## config.mk

```make
export PLATFORM = sky130hd
export DESIGN_NAME = npu_top
export DESIGN_NICKNAME = d
export VERILOG_FILES = /design/src/source/npu_cfg_pkg.sv /design/src/source/npu_bus_pkg.sv /design/src/source/npu_fifo.sv /design/src/source/npu_wb_slave.sv /design/src/source/npu_config_decode.sv /design/src/source/npu_state_machine.sv /design/src/source/npu_execute.sv /design/src/source/npu_result.sv /design/src/source/npu_top.sv
export SDC_FILE = /design/constraint.sdc
export NUM_CORES = 2
export LEC_CHECK = 0
export BUFFER_PORTS_ARGS = -buffer_cell sky130_fd_sc_hd__buf_2
export CAP_MARGIN = 20
export CORE_MARGIN = 2
export CORE_UTILIZATION = 30
export CTS_BUF_LIST = sky130_fd_sc_hd__clkbuf_16
export DETAILED_ROUTE_END_ITERATION = 8
export PLACE_DENSITY_LB_ADDON = 0.08
export SYNTH_ARGS = -nofsm -noshare
export SYNTH_HDL_FRONTEND = slang
export SYNTH_SLANG_ARGS = --single-unit
```

## constraint.sdc

```tcl
create_clock -name CLK -period 13.15 [get_ports CLK]
set_input_delay 1.9725 -clock CLK [delete_from_list [all_inputs] [get_ports CLK]]
set_output_delay 1.9725 -clock CLK [all_outputs]
set_load 0.02 [all_outputs]
```

## src/source/npu_cfg_pkg.sv

```systemverilog
package npu_cfg_pkg;

  localparam int npu_data_w = 16;  // Samples, counts, coefficients, results
  localparam int npu_acc_w  = 40;  // MAC accumulator
  localparam int npu_idx_w  = 4;   // 16 coefficient slots

  // Kind field in bits 31..30, other codes are dropped by the decoder
  typedef enum logic [1:0] {
    cfg_kind_count = 2'b01,        // Input or output count
    cfg_kind_coef  = 2'b10         // Weight or gain load
  } npu_cfg_kind_e;

  // Same 32 bits, read either as a count write or a coefficient write
  typedef union packed {
    struct packed {
      npu_cfg_kind_e         kind;
      logic                  sel_out;  // 0 input count, 1 output count
      logic [12:0]           rsvd;
      logic [npu_data_w-1:0] value;
    } count;
    struct packed {
      npu_cfg_kind_e         kind;
      logic                  bank;     // 0 weight, 1 gain
      logic [8:0]            rsvd;
      logic [npu_idx_w-1:0]  index;    // Bits 19..16
      logic [npu_data_w-1:0] value;
    } coef;
  } npu_cfg_word_u;

endpackage

```

## src/source/npu_bus_pkg.sv

```systemverilog
package npu_bus_pkg;

  // Word addresses seen on adr
  typedef enum logic [1:0] {
    addr_cfg_push = 2'd0,  // Write
    addr_in_push  = 2'd1,  // Write
    addr_out_pop  = 2'd2,  // Read
    addr_status   = 2'd3   // Read
  } npu_addr_e;

  localparam int stat_w         = 8;
  localparam int stat_idle      = 0;
  localparam int stat_config    = 1;
  localparam int stat_compute   = 2;
  localparam int stat_stall     = 3;
  localparam int stat_cfg_empty = 4;
  localparam int stat_in_empty  = 5;
  localparam int stat_out_empty = 6;
  localparam int stat_out_full  = 7;

endpackage

```

## src/source/npu_fifo.sv

```systemverilog
`timescale 1ns/1ps

module npu_fifo #(
  parameter int depth = 8,
  parameter int width = npu_cfg_pkg::npu_data_w
) (
  input  logic             CLK,
  input  logic             RST,
  input  logic             push,
  input  logic [width-1:0] push_data,
  input  logic             pop,
  output logic [width-1:0] pop_data,
  output logic             empty,
  output logic             full
);

  localparam int ptr_w = (depth > 1) ? $clog2(depth) : 1;
  localparam int cnt_w = $clog2(depth + 1);

  logic [width-1:0] mem [depth];
  logic [ptr_w-1:0] wr_ptr;
  logic [ptr_w-1:0] rd_ptr;
  logic [cnt_w-1:0] count;     // Occupancy
  logic             do_push;
  logic             do_pop;

  assign do_push  = push & ~full;        // Push on full is dropped
  assign do_pop   = pop & ~empty;        // Pop on empty is dropped
  assign empty    = (count == '0);
  assign full     = (count == cnt_w'(depth));
  assign pop_data = mem[rd_ptr];         // Show-ahead head

  always_ff @(posedge CLK) begin
    if (do_push) begin
      mem[wr_ptr] <= push_data;
    end
  end

  always_ff @(posedge CLK) begin
    if (RST) begin
      wr_ptr <= '0;
      rd_ptr <= '0;
      count  <= '0;
    end else begin
      if (do_push) begin
        wr_ptr <= (wr_ptr == ptr_w'(depth - 1)) ? '0 : wr_ptr + 1'b1;  // Wrap any depth
      end
      if (do_pop) begin
        rd_ptr <= (rd_ptr == ptr_w'(depth - 1)) ? '0 : rd_ptr + 1'b1;
      end
      count <= count + cnt_w'(do_push) - cnt_w'(do_pop);
    end
  end

endmodule

```

## src/source/npu_wb_slave.sv

```systemverilog
`timescale 1ns/1ps

module npu_wb_slave (
  input  logic                              CLK,
  input  logic                              RST,
  input  logic                              cyc,
  input  logic                              stb,
  input  logic                              we,
  input  logic [1:0]                        adr,
  input  logic [31:0]                       dat_i,
  output logic                              ack,
  output logic [31:0]                       dat_o,
  output logic                              cfg_push,
  output logic                              in_push,
  output logic [31:0]                       push_data,
  input  logic                              cfg_full,
  input  logic                              in_full,
  output logic                              out_pop,
  input  logic [npu_cfg_pkg::npu_data_w-1:0] out_data,
  input  logic                              out_empty,
  input  logic [npu_bus_pkg::stat_w-1:0]    status
);
  import npu_bus_pkg::*;

  npu_addr_e addr;
  logic      ready;   // Target can take the operation now
  logic      go;

  assign addr = npu_addr_e'(adr);

  // Back-pressure: full push target or empty pop source holds ack low
  always_comb begin
    case (addr)
      addr_cfg_push: ready = ~we | ~cfg_full;
      addr_in_push:  ready = ~we | ~in_full;
      addr_out_pop:  ready = we | ~out_empty;
      default:       ready = 1'b1;             // Status never waits
    endcase
  end

  assign go = cyc & stb & ~ack & ready;       // No re-issue on the ack cycle

  always_ff @(posedge CLK) begin
    if (RST) begin
      ack <= 1'b0;
    end else begin
      ack <= go;                              // One-cycle pulse
    end
  end

  // FIFO side effects land on the ack cycle, host still holds adr and we
  assign cfg_push  = ack & we & (addr == addr_cfg_push);
  assign in_push   = ack & we & (addr == addr_in_push);
  assign out_pop   = ack & ~we & (addr == addr_out_pop);
  assign push_data = dat_i;

  always_comb begin
    case (addr)
      addr_out_pop: dat_o = 32'(out_data);    // Zero-extended head
      addr_status:  dat_o = 32'(status);
      default:      dat_o = '0;
    endcase
  end

endmodule

```

## src/source/npu_config_decode.sv

```systemverilog
`timescale 1ns/1ps

module npu_config_decode (
  input  logic                              CLK,
  input  logic                              RST,
  input  logic                              state_config,
  input  logic                              cfg_empty,
  input  logic [31:0]                       cfg_word,
  output logic                              cfg_pop,
  output logic [npu_cfg_pkg::npu_data_w-1:0] count_data,
  output logic                              input_reg_enable,
  output logic                              output_reg_enable,
  output logic                              coef_write,
  output logic                              coef_bank,
  output logic [npu_cfg_pkg::npu_idx_w-1:0]  coef_index,
  output logic [npu_cfg_pkg::npu_data_w-1:0] coef_value
);
  import npu_cfg_pkg::*;

  npu_cfg_word_u word;

  assign word    = cfg_word;
  assign cfg_pop = state_config & ~cfg_empty;  // One word per cycle

  // Strobes follow the pop by one register stage
  always_ff @(posedge CLK) begin
    if (RST) begin
      input_reg_enable  <= 1'b0;
      output_reg_enable <= 1'b0;
      coef_write        <= 1'b0;
    end else begin
      input_reg_enable  <= 1'b0;
      output_reg_enable <= 1'b0;
      coef_write        <= 1'b0;
      if (cfg_pop) begin
        case (word.count.kind)
          cfg_kind_count: begin
            input_reg_enable  <= ~word.count.sel_out;
            output_reg_enable <= word.count.sel_out;
          end
          cfg_kind_coef:  coef_write <= 1'b1;
          default:        ;                     // Unknown kind, word dropped
        endcase
      end
    end
  end

  always_ff @(posedge CLK) begin
    if (cfg_pop) begin
      count_data <= word.count.value;
      coef_bank  <= word.coef.bank;
      coef_index <= word.coef.index;
      coef_value <= word.coef.value;
    end
  end

endmodule

```

## src/source/npu_state_machine.sv

```systemverilog
`timescale 1ns/1ps

module npu_state_machine (
  input  logic                              CLK,
  input  logic                              RST,
  input  logic [npu_cfg_pkg::npu_data_w-1:0] state_data_in,       // Count value from decode
  input  logic                              output_reg_enable,
  input  logic                              input_reg_enable,
  input  logic                              config_fifo_empty,
  input  logic                              input_fifo_empty,
  input  logic                              sched_input_read,
  input  logic                              output_fifo_full,
  input  logic                              sched_output_write,
  output logic                              input_fifo_read_en,
  output logic                              output_fifo_write_en,
  output logic                              state_idle,
  output logic                              state_stall,
  output logic                              state_compute,
  output logic                              state_config,
  output logic                              inputs_done
);
  import npu_cfg_pkg::*;

  logic [npu_data_w-1:0] input_cnt;
  logic [npu_data_w-1:0] input_cnt_cur;
  logic [npu_data_w-1:0] output_cnt;
  logic [npu_data_w-1:0] output_cnt_cur;
  logic                  input_stall;
  logic                  output_stall;
  logic                  input_cnt_equals;
  logic                  outputs_done;
  logic                  output_blocked;     // Result waiting on a full FIFO

  assign input_cnt_equals = (input_cnt == input_cnt_cur);
  assign outputs_done     = inputs_done & (output_cnt == output_cnt_cur);
  assign output_blocked   = sched_output_write & inputs_done & ~outputs_done & output_fifo_full;

  // Count-reached cycle blocks the read so the next job keeps its first sample
  assign input_fifo_read_en = sched_input_read & ~inputs_done & ~input_cnt_equals
                              & state_compute;
  // Full FIFO blocks the write, result stays in npu_result
  assign output_fifo_write_en = sched_output_write & inputs_done & ~outputs_done
                                & ~output_fifo_full & state_compute;

  //////////////////////////////////////////////////////////////////////
  // One-hot job states
  //////////////////////////////////////////////////////////////////////
  always_ff @(posedge CLK) begin
    if (RST) begin
      state_idle     <= 1'b1;
      state_stall    <= 1'b0;
      state_compute  <= 1'b0;
      state_config   <= 1'b0;
      input_cnt      <= '0;
      input_cnt_cur  <= '0;
      output_cnt     <= '0;
      output_cnt_cur <= '0;
      input_stall    <= 1'b0;
      output_stall   <= 1'b0;
      inputs_done    <= 1'b0;
    end else if (state_idle) begin
      if (~input_fifo_empty) begin                  // Input wins over config
        state_idle    <= 1'b0;
        state_compute <= 1'b1;
      end else if (~config_fifo_empty) begin
        state_idle   <= 1'b0;
        state_config <= 1'b1;
      end
    end else if (state_stall) begin
      if (input_stall && ~input_fifo_empty) begin   // Data arrived
        state_stall   <= 1'b0;
        state_compute <= 1'b1;
        input_stall   <= 1'b0;
      end
      if (output_stall && ~output_fifo_full) begin  // Host popped
        state_stall   <= 1'b0;
        state_compute <= 1'b1;
        output_stall  <= 1'b0;
      end
    end else if (state_compute) begin
      if (inputs_done) begin
        input_cnt_cur <= '0;
        if (outputs_done) begin                     // Job finished
          state_idle     <= 1'b1;
          state_compute  <= 1'b0;
          output_cnt_cur <= '0;
          inputs_done    <= 1'b0;
        end
      end
      if (input_fifo_read_en) begin
        input_cnt_cur <= input_cnt_cur + 1'b1;
      end
      if (output_fifo_write_en) begin
        output_cnt_cur <= output_cnt_cur + 1'b1;
      end
      if (input_cnt_equals) begin
        inputs_done <= 1'b1;
      end
      if (~(inputs_done || input_cnt_equals) && input_fifo_empty) begin  // Starved
        state_stall   <= 1'b1;
        state_compute <= 1'b0;
        input_stall   <= 1'b1;
      end
      if (output_blocked) begin                     // Output FIFO full
        state_stall   <= 1'b1;
        state_compute <= 1'b0;
        output_stall  <= 1'b1;
      end
    end else if (state_config) begin
      if (config_fifo_empty) begin
        state_config <= 1'b0;
        state_idle   <= 1'b1;
      end
      if (output_reg_enable) begin
        output_cnt <= state_data_in;
      end
      if (input_reg_enable) begin
        input_cnt <= state_data_in;
      end
    end
  end

endmodule

```

## src/source/npu_execute.sv

```systemverilog
`timescale 1ns/1ps

module npu_execute (
  input  logic                              CLK,
  input  logic                              RST,
  input  logic                              state_idle,
  input  logic                              input_fifo_empty,
  input  logic                              input_read,        // Sample accepted this cycle
  input  logic [npu_cfg_pkg::npu_data_w-1:0] sample,
  input  logic                              coef_write,
  input  logic                              coef_bank,
  input  logic [npu_cfg_pkg::npu_idx_w-1:0]  coef_index,
  input  logic [npu_cfg_pkg::npu_data_w-1:0] coef_value,
  output logic                              sched_input_read,
  output logic [npu_cfg_pkg::npu_acc_w-1:0]  acc
);
  import npu_cfg_pkg::*;

  logic signed [npu_data_w-1:0]   weight [2**npu_idx_w];
  logic        [npu_idx_w-1:0]    index;     // Weight of the next sample
  logic signed [2*npu_data_w-1:0] product;

  assign sched_input_read = ~input_fifo_empty;
  assign product          = $signed(sample) * weight[index];

  always_ff @(posedge CLK) begin
    if (coef_write && !coef_bank) begin        // Weight bank
      weight[coef_index] <= coef_value;
    end
  end

  //////////////////////////////////////////////////////////////////////
  // Multiply-accumulate, cleared between jobs
  //////////////////////////////////////////////////////////////////////
  always_ff @(posedge CLK) begin
    if (RST || state_idle) begin
      acc   <= '0;
      index <= '0;
    end else if (input_read) begin
      acc   <= acc + npu_acc_w'(product);      // Sign-extended product
      index <= index + 1'b1;
    end
  end

endmodule

```

## src/source/npu_result.sv

```systemverilog
`timescale 1ns/1ps

module npu_result (
  input  logic                              CLK,
  input  logic                              RST,
  input  logic                              state_idle,
  input  logic                              inputs_done,
  input  logic                              output_write,      // Result pushed this cycle
  input  logic [npu_cfg_pkg::npu_acc_w-1:0]  acc,
  input  logic                              coef_write,
  input  logic                              coef_bank,
  input  logic [npu_cfg_pkg::npu_idx_w-1:0]  coef_index,
  input  logic [npu_cfg_pkg::npu_data_w-1:0] coef_value,
  output logic                              sched_output_write,
  output logic [npu_cfg_pkg::npu_data_w-1:0] result
);
  import npu_cfg_pkg::*;

  localparam int prod_w  = npu_acc_w + npu_data_w;
  localparam int sat_max = 2**(npu_data_w - 1) - 1;
  localparam int sat_min = -(2**(npu_data_w - 1));

  logic signed [npu_data_w-1:0] gain [2**npu_idx_w];
  logic        [npu_idx_w-1:0]  index;
  logic        [npu_idx_w-1:0]  next_index;   // Gain for the result loaded now
  logic signed [prod_w-1:0]     product;
  logic signed [prod_w-9:0]     scaled;
  logic        [npu_data_w-1:0] sat;
  logic                         valid;
  logic                         load;

  assign next_index = output_write ? index + 1'b1 : index;
  assign product    = $signed(acc) * gain[next_index];
  assign scaled     = product[prod_w-1:8];      // Arithmetic shift by 8
  assign load       = inputs_done & (output_write | ~valid);
  assign sched_output_write = valid;

  always_comb begin
    if (scaled > sat_max) begin
      sat = npu_data_w'(sat_max);
    end else if (scaled < sat_min) begin
      sat = npu_data_w'(sat_min);
    end else begin
      sat = scaled[npu_data_w-1:0];
    end
  end

  always_ff @(posedge CLK) begin
    if (coef_write && coef_bank) begin          // Gain bank
      gain[coef_index] <= coef_value;
    end
    if (load) begin
      result <= sat;                            // Held until written
    end
  end

  always_ff @(posedge CLK) begin
    if (RST || state_idle) begin
      index <= '0;
      valid <= 1'b0;
    end else begin
      index <= next_index;
      if (inputs_done) begin
        valid <= 1'b1;
      end
    end
  end

endmodule

```

## src/source/npu_top.sv

```systemverilog
`timescale 1ns/1ps

module npu_top #(
  parameter int in_fifo_depth  = 8,
  parameter int out_fifo_depth = 4
) (
  input  logic        CLK,
  input  logic        RST,
  input  logic        cyc,
  input  logic        stb,
  input  logic        we,
  input  logic [1:0]  adr,
  input  logic [31:0] dat_i,
  output logic        ack,
  output logic [31:0] dat_o
);
  import npu_cfg_pkg::*;
  import npu_bus_pkg::*;

  logic                  cfg_push, in_push, out_pop;
  logic [31:0]           push_data;
  logic [31:0]           cfg_word;
  logic                  cfg_pop, cfg_empty, cfg_full;
  logic [npu_data_w-1:0] sample;
  logic                  in_pop, in_empty, in_full;      // in_pop is the controller read
  logic [npu_data_w-1:0] out_data;
  logic [npu_data_w-1:0] result;
  logic                  out_push, out_empty, out_full;
  logic [stat_w-1:0]     status;
  logic [npu_data_w-1:0] count_data;
  logic                  input_reg_enable, output_reg_enable;
  logic                  coef_write, coef_bank;
  logic [npu_idx_w-1:0]  coef_index;
  logic [npu_data_w-1:0] coef_value;
  logic                  state_idle, state_stall, state_compute, state_config;
  logic                  inputs_done, sched_input_read, sched_output_write;
  logic [npu_acc_w-1:0]  acc;

  assign status[stat_idle]      = state_idle;
  assign status[stat_config]    = state_config;
  assign status[stat_compute]   = state_compute;
  assign status[stat_stall]     = state_stall;
  assign status[stat_cfg_empty] = cfg_empty;
  assign status[stat_in_empty]  = in_empty;
  assign status[stat_out_empty] = out_empty;
  assign status[stat_out_full]  = out_full;

  npu_wb_slave u_bus (
    .CLK, .RST, .cyc, .stb, .we, .adr, .dat_i, .ack, .dat_o,
    .cfg_push, .in_push, .push_data, .cfg_full, .in_full,
    .out_pop, .out_data, .out_empty, .status
  );

  npu_fifo #(.depth(in_fifo_depth), .width(32)) u_cfg_fifo (
    .CLK, .RST, .push(cfg_push), .push_data(push_data), .pop(cfg_pop),
    .pop_data(cfg_word), .empty(cfg_empty), .full(cfg_full)
  );

  npu_fifo #(.depth(in_fifo_depth), .width(npu_data_w)) u_in_fifo (
    .CLK, .RST, .push(in_push), .push_data(push_data[npu_data_w-1:0]), .pop(in_pop),
    .pop_data(sample), .empty(in_empty), .full(in_full)
  );

  npu_fifo #(.depth(out_fifo_depth), .width(npu_data_w)) u_out_fifo (
    .CLK, .RST, .push(out_push), .push_data(result), .pop(out_pop),
    .pop_data(out_data), .empty(out_empty), .full(out_full)
  );

  npu_config_decode u_decode (
    .CLK, .RST, .state_config, .cfg_empty, .cfg_word, .cfg_pop, .count_data,
    .input_reg_enable, .output_reg_enable, .coef_write, .coef_bank, .coef_index, .coef_value
  );

  npu_state_machine u_ctrl (
    .CLK, .RST, .state_data_in(count_data), .output_reg_enable, .input_reg_enable,
    .config_fifo_empty(cfg_empty), .input_fifo_empty(in_empty), .sched_input_read,
    .output_fifo_full(out_full), .sched_output_write,
    .input_fifo_read_en(in_pop), .output_fifo_write_en(out_push),
    .state_idle, .state_stall, .state_compute, .state_config, .inputs_done
  );

  npu_execute u_execute (
    .CLK, .RST, .state_idle, .input_fifo_empty(in_empty), .input_read(in_pop), .sample,
    .coef_write, .coef_bank, .coef_index, .coef_value, .sched_input_read, .acc
  );

  npu_result u_result (
    .CLK, .RST, .state_idle, .inputs_done, .output_write(out_push), .acc,
    .coef_write, .coef_bank, .coef_index, .coef_value, .sched_output_write, .result
  );

endmodule

```

==> impl_metrics.tcl <==
set metrics [dict create \
    finalHoldViolations 0 \
    yosysTopAreaCellShare_pct 37.0 \
    final_common_cell "inv_1" \
    initial_core_util_pct 30.2 \
    post-route-util_pct 33.9 \
    cts.sinks 1088 \
    p_per_area_nw_per_um2 99.1 \
    worst_pin_slew_ns 1.09 \
    grt_pass1_vias 48224 \
    yosysWarnings 0 \
    drt_iter0_drc 2479 \
    hold_depth 2 \
    grt_start_max_net_pins 58 \
    total_power_mw 8.35 \
    crit_top_cell "fa_1" \
    critPathKind "reg -> reg" \
    crit_path_max_incr_delay_ns 0.79 \
    dp_hpwl_um 149000 \
    synthCells 6047 \
    reg2reg_depth 42 \
    slew_violations 0 \
    netlist_area_um2 75000 \
    core-area_um2 249000 \
    setup_tns_ns 0 \
    grt_use_total_pct 16.5 \
    vdd_drop_max_uv 135 \
    placementRows 183 \
    die_area_um2 254000 \
    fin_crit_sh_pct 94.9 \
    skew_ns 0.134 \
    clk_latency_ns 0.82 \
    io_pins 72 \
    yosysSeqAreaShare_pct 41.4 \
    synth_edf_count 925 \
    cts_tree "built" \
    worstHoldPathType "reg -> reg" \
    slew_headroom_pct 27.2 \
    fillers 24773 \
    fmax_mhz 80.1 \
    critPathLaunchType "register" \
    synth_largest_area_cell "edfxtp_1" \
    clockRootBuffer "clkbuf_16" \
    area_delta_synth_final_pct 12.4 \
    clk_path_buf_depth 3 \
    cts_max_level 3 \
    rsz0062_at_grt "false" \
    die_w_um 504 \
    clkSlewWorstSetupHoldPaths_ns 0.06 \
    ys_top_cells_by_area "edfxtp_1 (37%), fa_1 (23%), mux4_2 (7.6%)" \
    min_period_ns 12.49 \
    final_net_count 7307 \
    synth-main-ff-cell "edfxtp_1" \
    grt_overflow_total 0 \
    cp_max_fo 31 \
    cap_violations 0 \
    p_leak_nw 32.8 \
    antenna_found_initial 8 \
    status "finished, final reports clean" \
    routed_wl_um 208000 \
    fp.dieH_um 504 \
    cts_hold_buffers 0 \
    async_flop_share_pct 0 \
    syn_avg_cell_area_um2 12.4 \
    final_cell_mix "inv_1 (1027), edfxtp_1 (925), fa_1 (863)" \
    wl_per_cell_um 21.8 \
    io_buffers 46 \
    required_ns 13.56 \
    gp_congestion 0.783 \
    grt_pass1_wl_um 316000 \
    numCtsBuffers 121 \
    final-setup-viol-count 0 \
    drt_pass1_iterations 5 \
    drt-vias-per-instance 4.61 \
    vias 44039 \
    cp-end-kind "register" \
    ant_nets 0 \
    cts_setup_buffers 0 \
    drc 0 \
    worstPathArrival_ns 12.89 \
    synth_cell_types 84 \
    crit_path_top_delay_cell "mux4_2" \
    cts_resized 0 \
    drive_gt1_share_pct 12.8 \
    holdWs_ns 0.468 \
    synth-seq-cells 1088 \
]
==> flip-flops by register name (all words and copies together) (netlist names), 3 cells and up, named ones only <==
signal	cells
u_execute.weight	256
u_result.gain	256
u_cfg_fifo.mem	184
u_in_fifo.mem	128
u_out_fifo.mem	64
u_execute.acc	40
u_ctrl.input_cnt	16
u_ctrl.input_cnt_cur	16
u_ctrl.output_cnt	16
u_ctrl.output_cnt_cur	16
u_decode.count_data	16
u_result.result	16
u_cfg_fifo.count	4
u_decode.coef_index	4
u_execute.index	4
u_in_fifo.count	4
u_result.index	4
u_cfg_fifo.rd_ptr	3
u_cfg_fifo.wr_ptr	3
u_in_fifo.rd_ptr	3
u_in_fifo.wr_ptr	3
u_out_fifo.count	3
==> logic make-up (layout without fill, tap and decap cells) <==
kind of cell             after synthesis  count (layout)  share of synthesized area, %
multiplexers                         337             337                          8.79
XOR/XNOR                             189             189                          2.21
flip-flops                          1088            1088                          41.4
buffers and inverters               1287            1456                          6.58
adder cells (fa/ha/maj)             1142            1142                          27.7
AO/OA/AOI/OAI                        416             416                          3.50
other                                  1              18                       0.00500
AND/OR/NAND/NOR                     1587            1587                          9.85
==> per-layer routing <==
layer  track usage [%]  share of wire (%)  vias up
met5                 0             0.0034        -
met1              23.5                 48    23202
met2              27.7                 48      613
met4              2.65                1.4        2
met3              1.62                2.9      177
li1                  -                  -    20045
==> power breakdown <==
| group | leakage (nW) | total (mW) | switching [mW] | internal (mW) |
|---|---|---|---|---|
| combinational | 21.0 | 0.925 | 0.591 | 0.334 |
| sequential | 9.63 | 3.89 | 0.0314 | 3.85 |
| clock | 2.11 | 3.54 | 1.48 | 2.06 |
| total | 32.8 | 8.35 | 2.11 | 6.25 |
==> cell type report <==
| class | count | area (um2) | share of cell area [%] |
|---|---|---|---|
| multi-input cells | 3687 | 39400 | 46.7 |
| flip-flops and latches | 1088 | 31100 | 36.8 |
| well taps | 3330 | 4170 | 4.94 |
| inverters | 1010 | 3790 | 4.50 |
| clock buffers | 121 | 3030 | 3.59 |
| repair buffers | 218 | 1710 | 2.03 |
| clock inverters | 107 | 1160 | 1.38 |
| diodes | 2 | 5.00 | 0.00594 |
==> worst max-delay path: cells and delay by family (launching register included) <==
family / cells / cell delay [ns]
multiplexers: 2 / 1.34
buffers and inverters: 11 / 1.80
XOR/XNOR: 3 / 0.60
AO/OA/AOI/OAI: 10 / 2.26
adder cells (fa/ha/maj): 7 / 3.47
AND/OR/NAND/NOR: 9 / 2.16
flip-flops: 1 / 0.35
==> path summary, 6_finish.rpt <==
kind,endpoint,slack [ns],from
worst max-delay path,u_result.result[12]$_SDFFCE_PN1P_,0.66,u_ctrl.output_cnt_cur[9]$_SDFFE_PP0P_
worst min-delay path,u_ctrl.output_cnt[13]$_SDFFE_PP0P_,0.47,u_ctrl.output_cnt[13]$_SDFFE_PP0P_
worst max register to register,u_result.result[12]$_SDFFCE_PN1P_,0.66,u_ctrl.output_cnt_cur[9]$_SDFFE_PP0P_
worst min register to register,u_ctrl.output_cnt[13]$_SDFFE_PP0P_,0.47,u_ctrl.output_cnt[13]$_SDFFE_PP0P_
==> cell usage after synthesis, drive strengths merged (5+ instances only) <==
library cell and n:
o21a 11, a211oi 9, a21oi 183, o21ai 77, edfxtp 925, or3 18, nor3b 15, nand4 29
nand2b 41, inv 1008, nor2 258, xor2 78, nor4 17, clkbuf 206, or2 24, ha 279
nor3 43, mux4 253, nand2 747, o31ai 7, o21bai 22, nor2b 64, nand3 53, a21o 49
a41oi 5, xnor2 111, nor4b 5, buf 71, a21boi 5, and3 9, a31oi 9, fa 863
mux2 43, dfxtp 163, and2 241, mux2i 41, nand3b 11
==> stage by stage <==
| step | instance area [um2] | instances | worst slack (ns) |
|---|---|---|---|
| floorplan | 75100 | 6062 | 1.78 |
| global placement | 80000 | 9329 | 0.381 |
| detailed placement | 80100 | 9330 | 0.437 |
| CTS | 84200 | 9558 | 0.301 |
| global route | 84300 | 9561 | 0.0437 |
| finish | 84300 | 9563 | 0.665 |
Power figures use the tool's default switching activity.
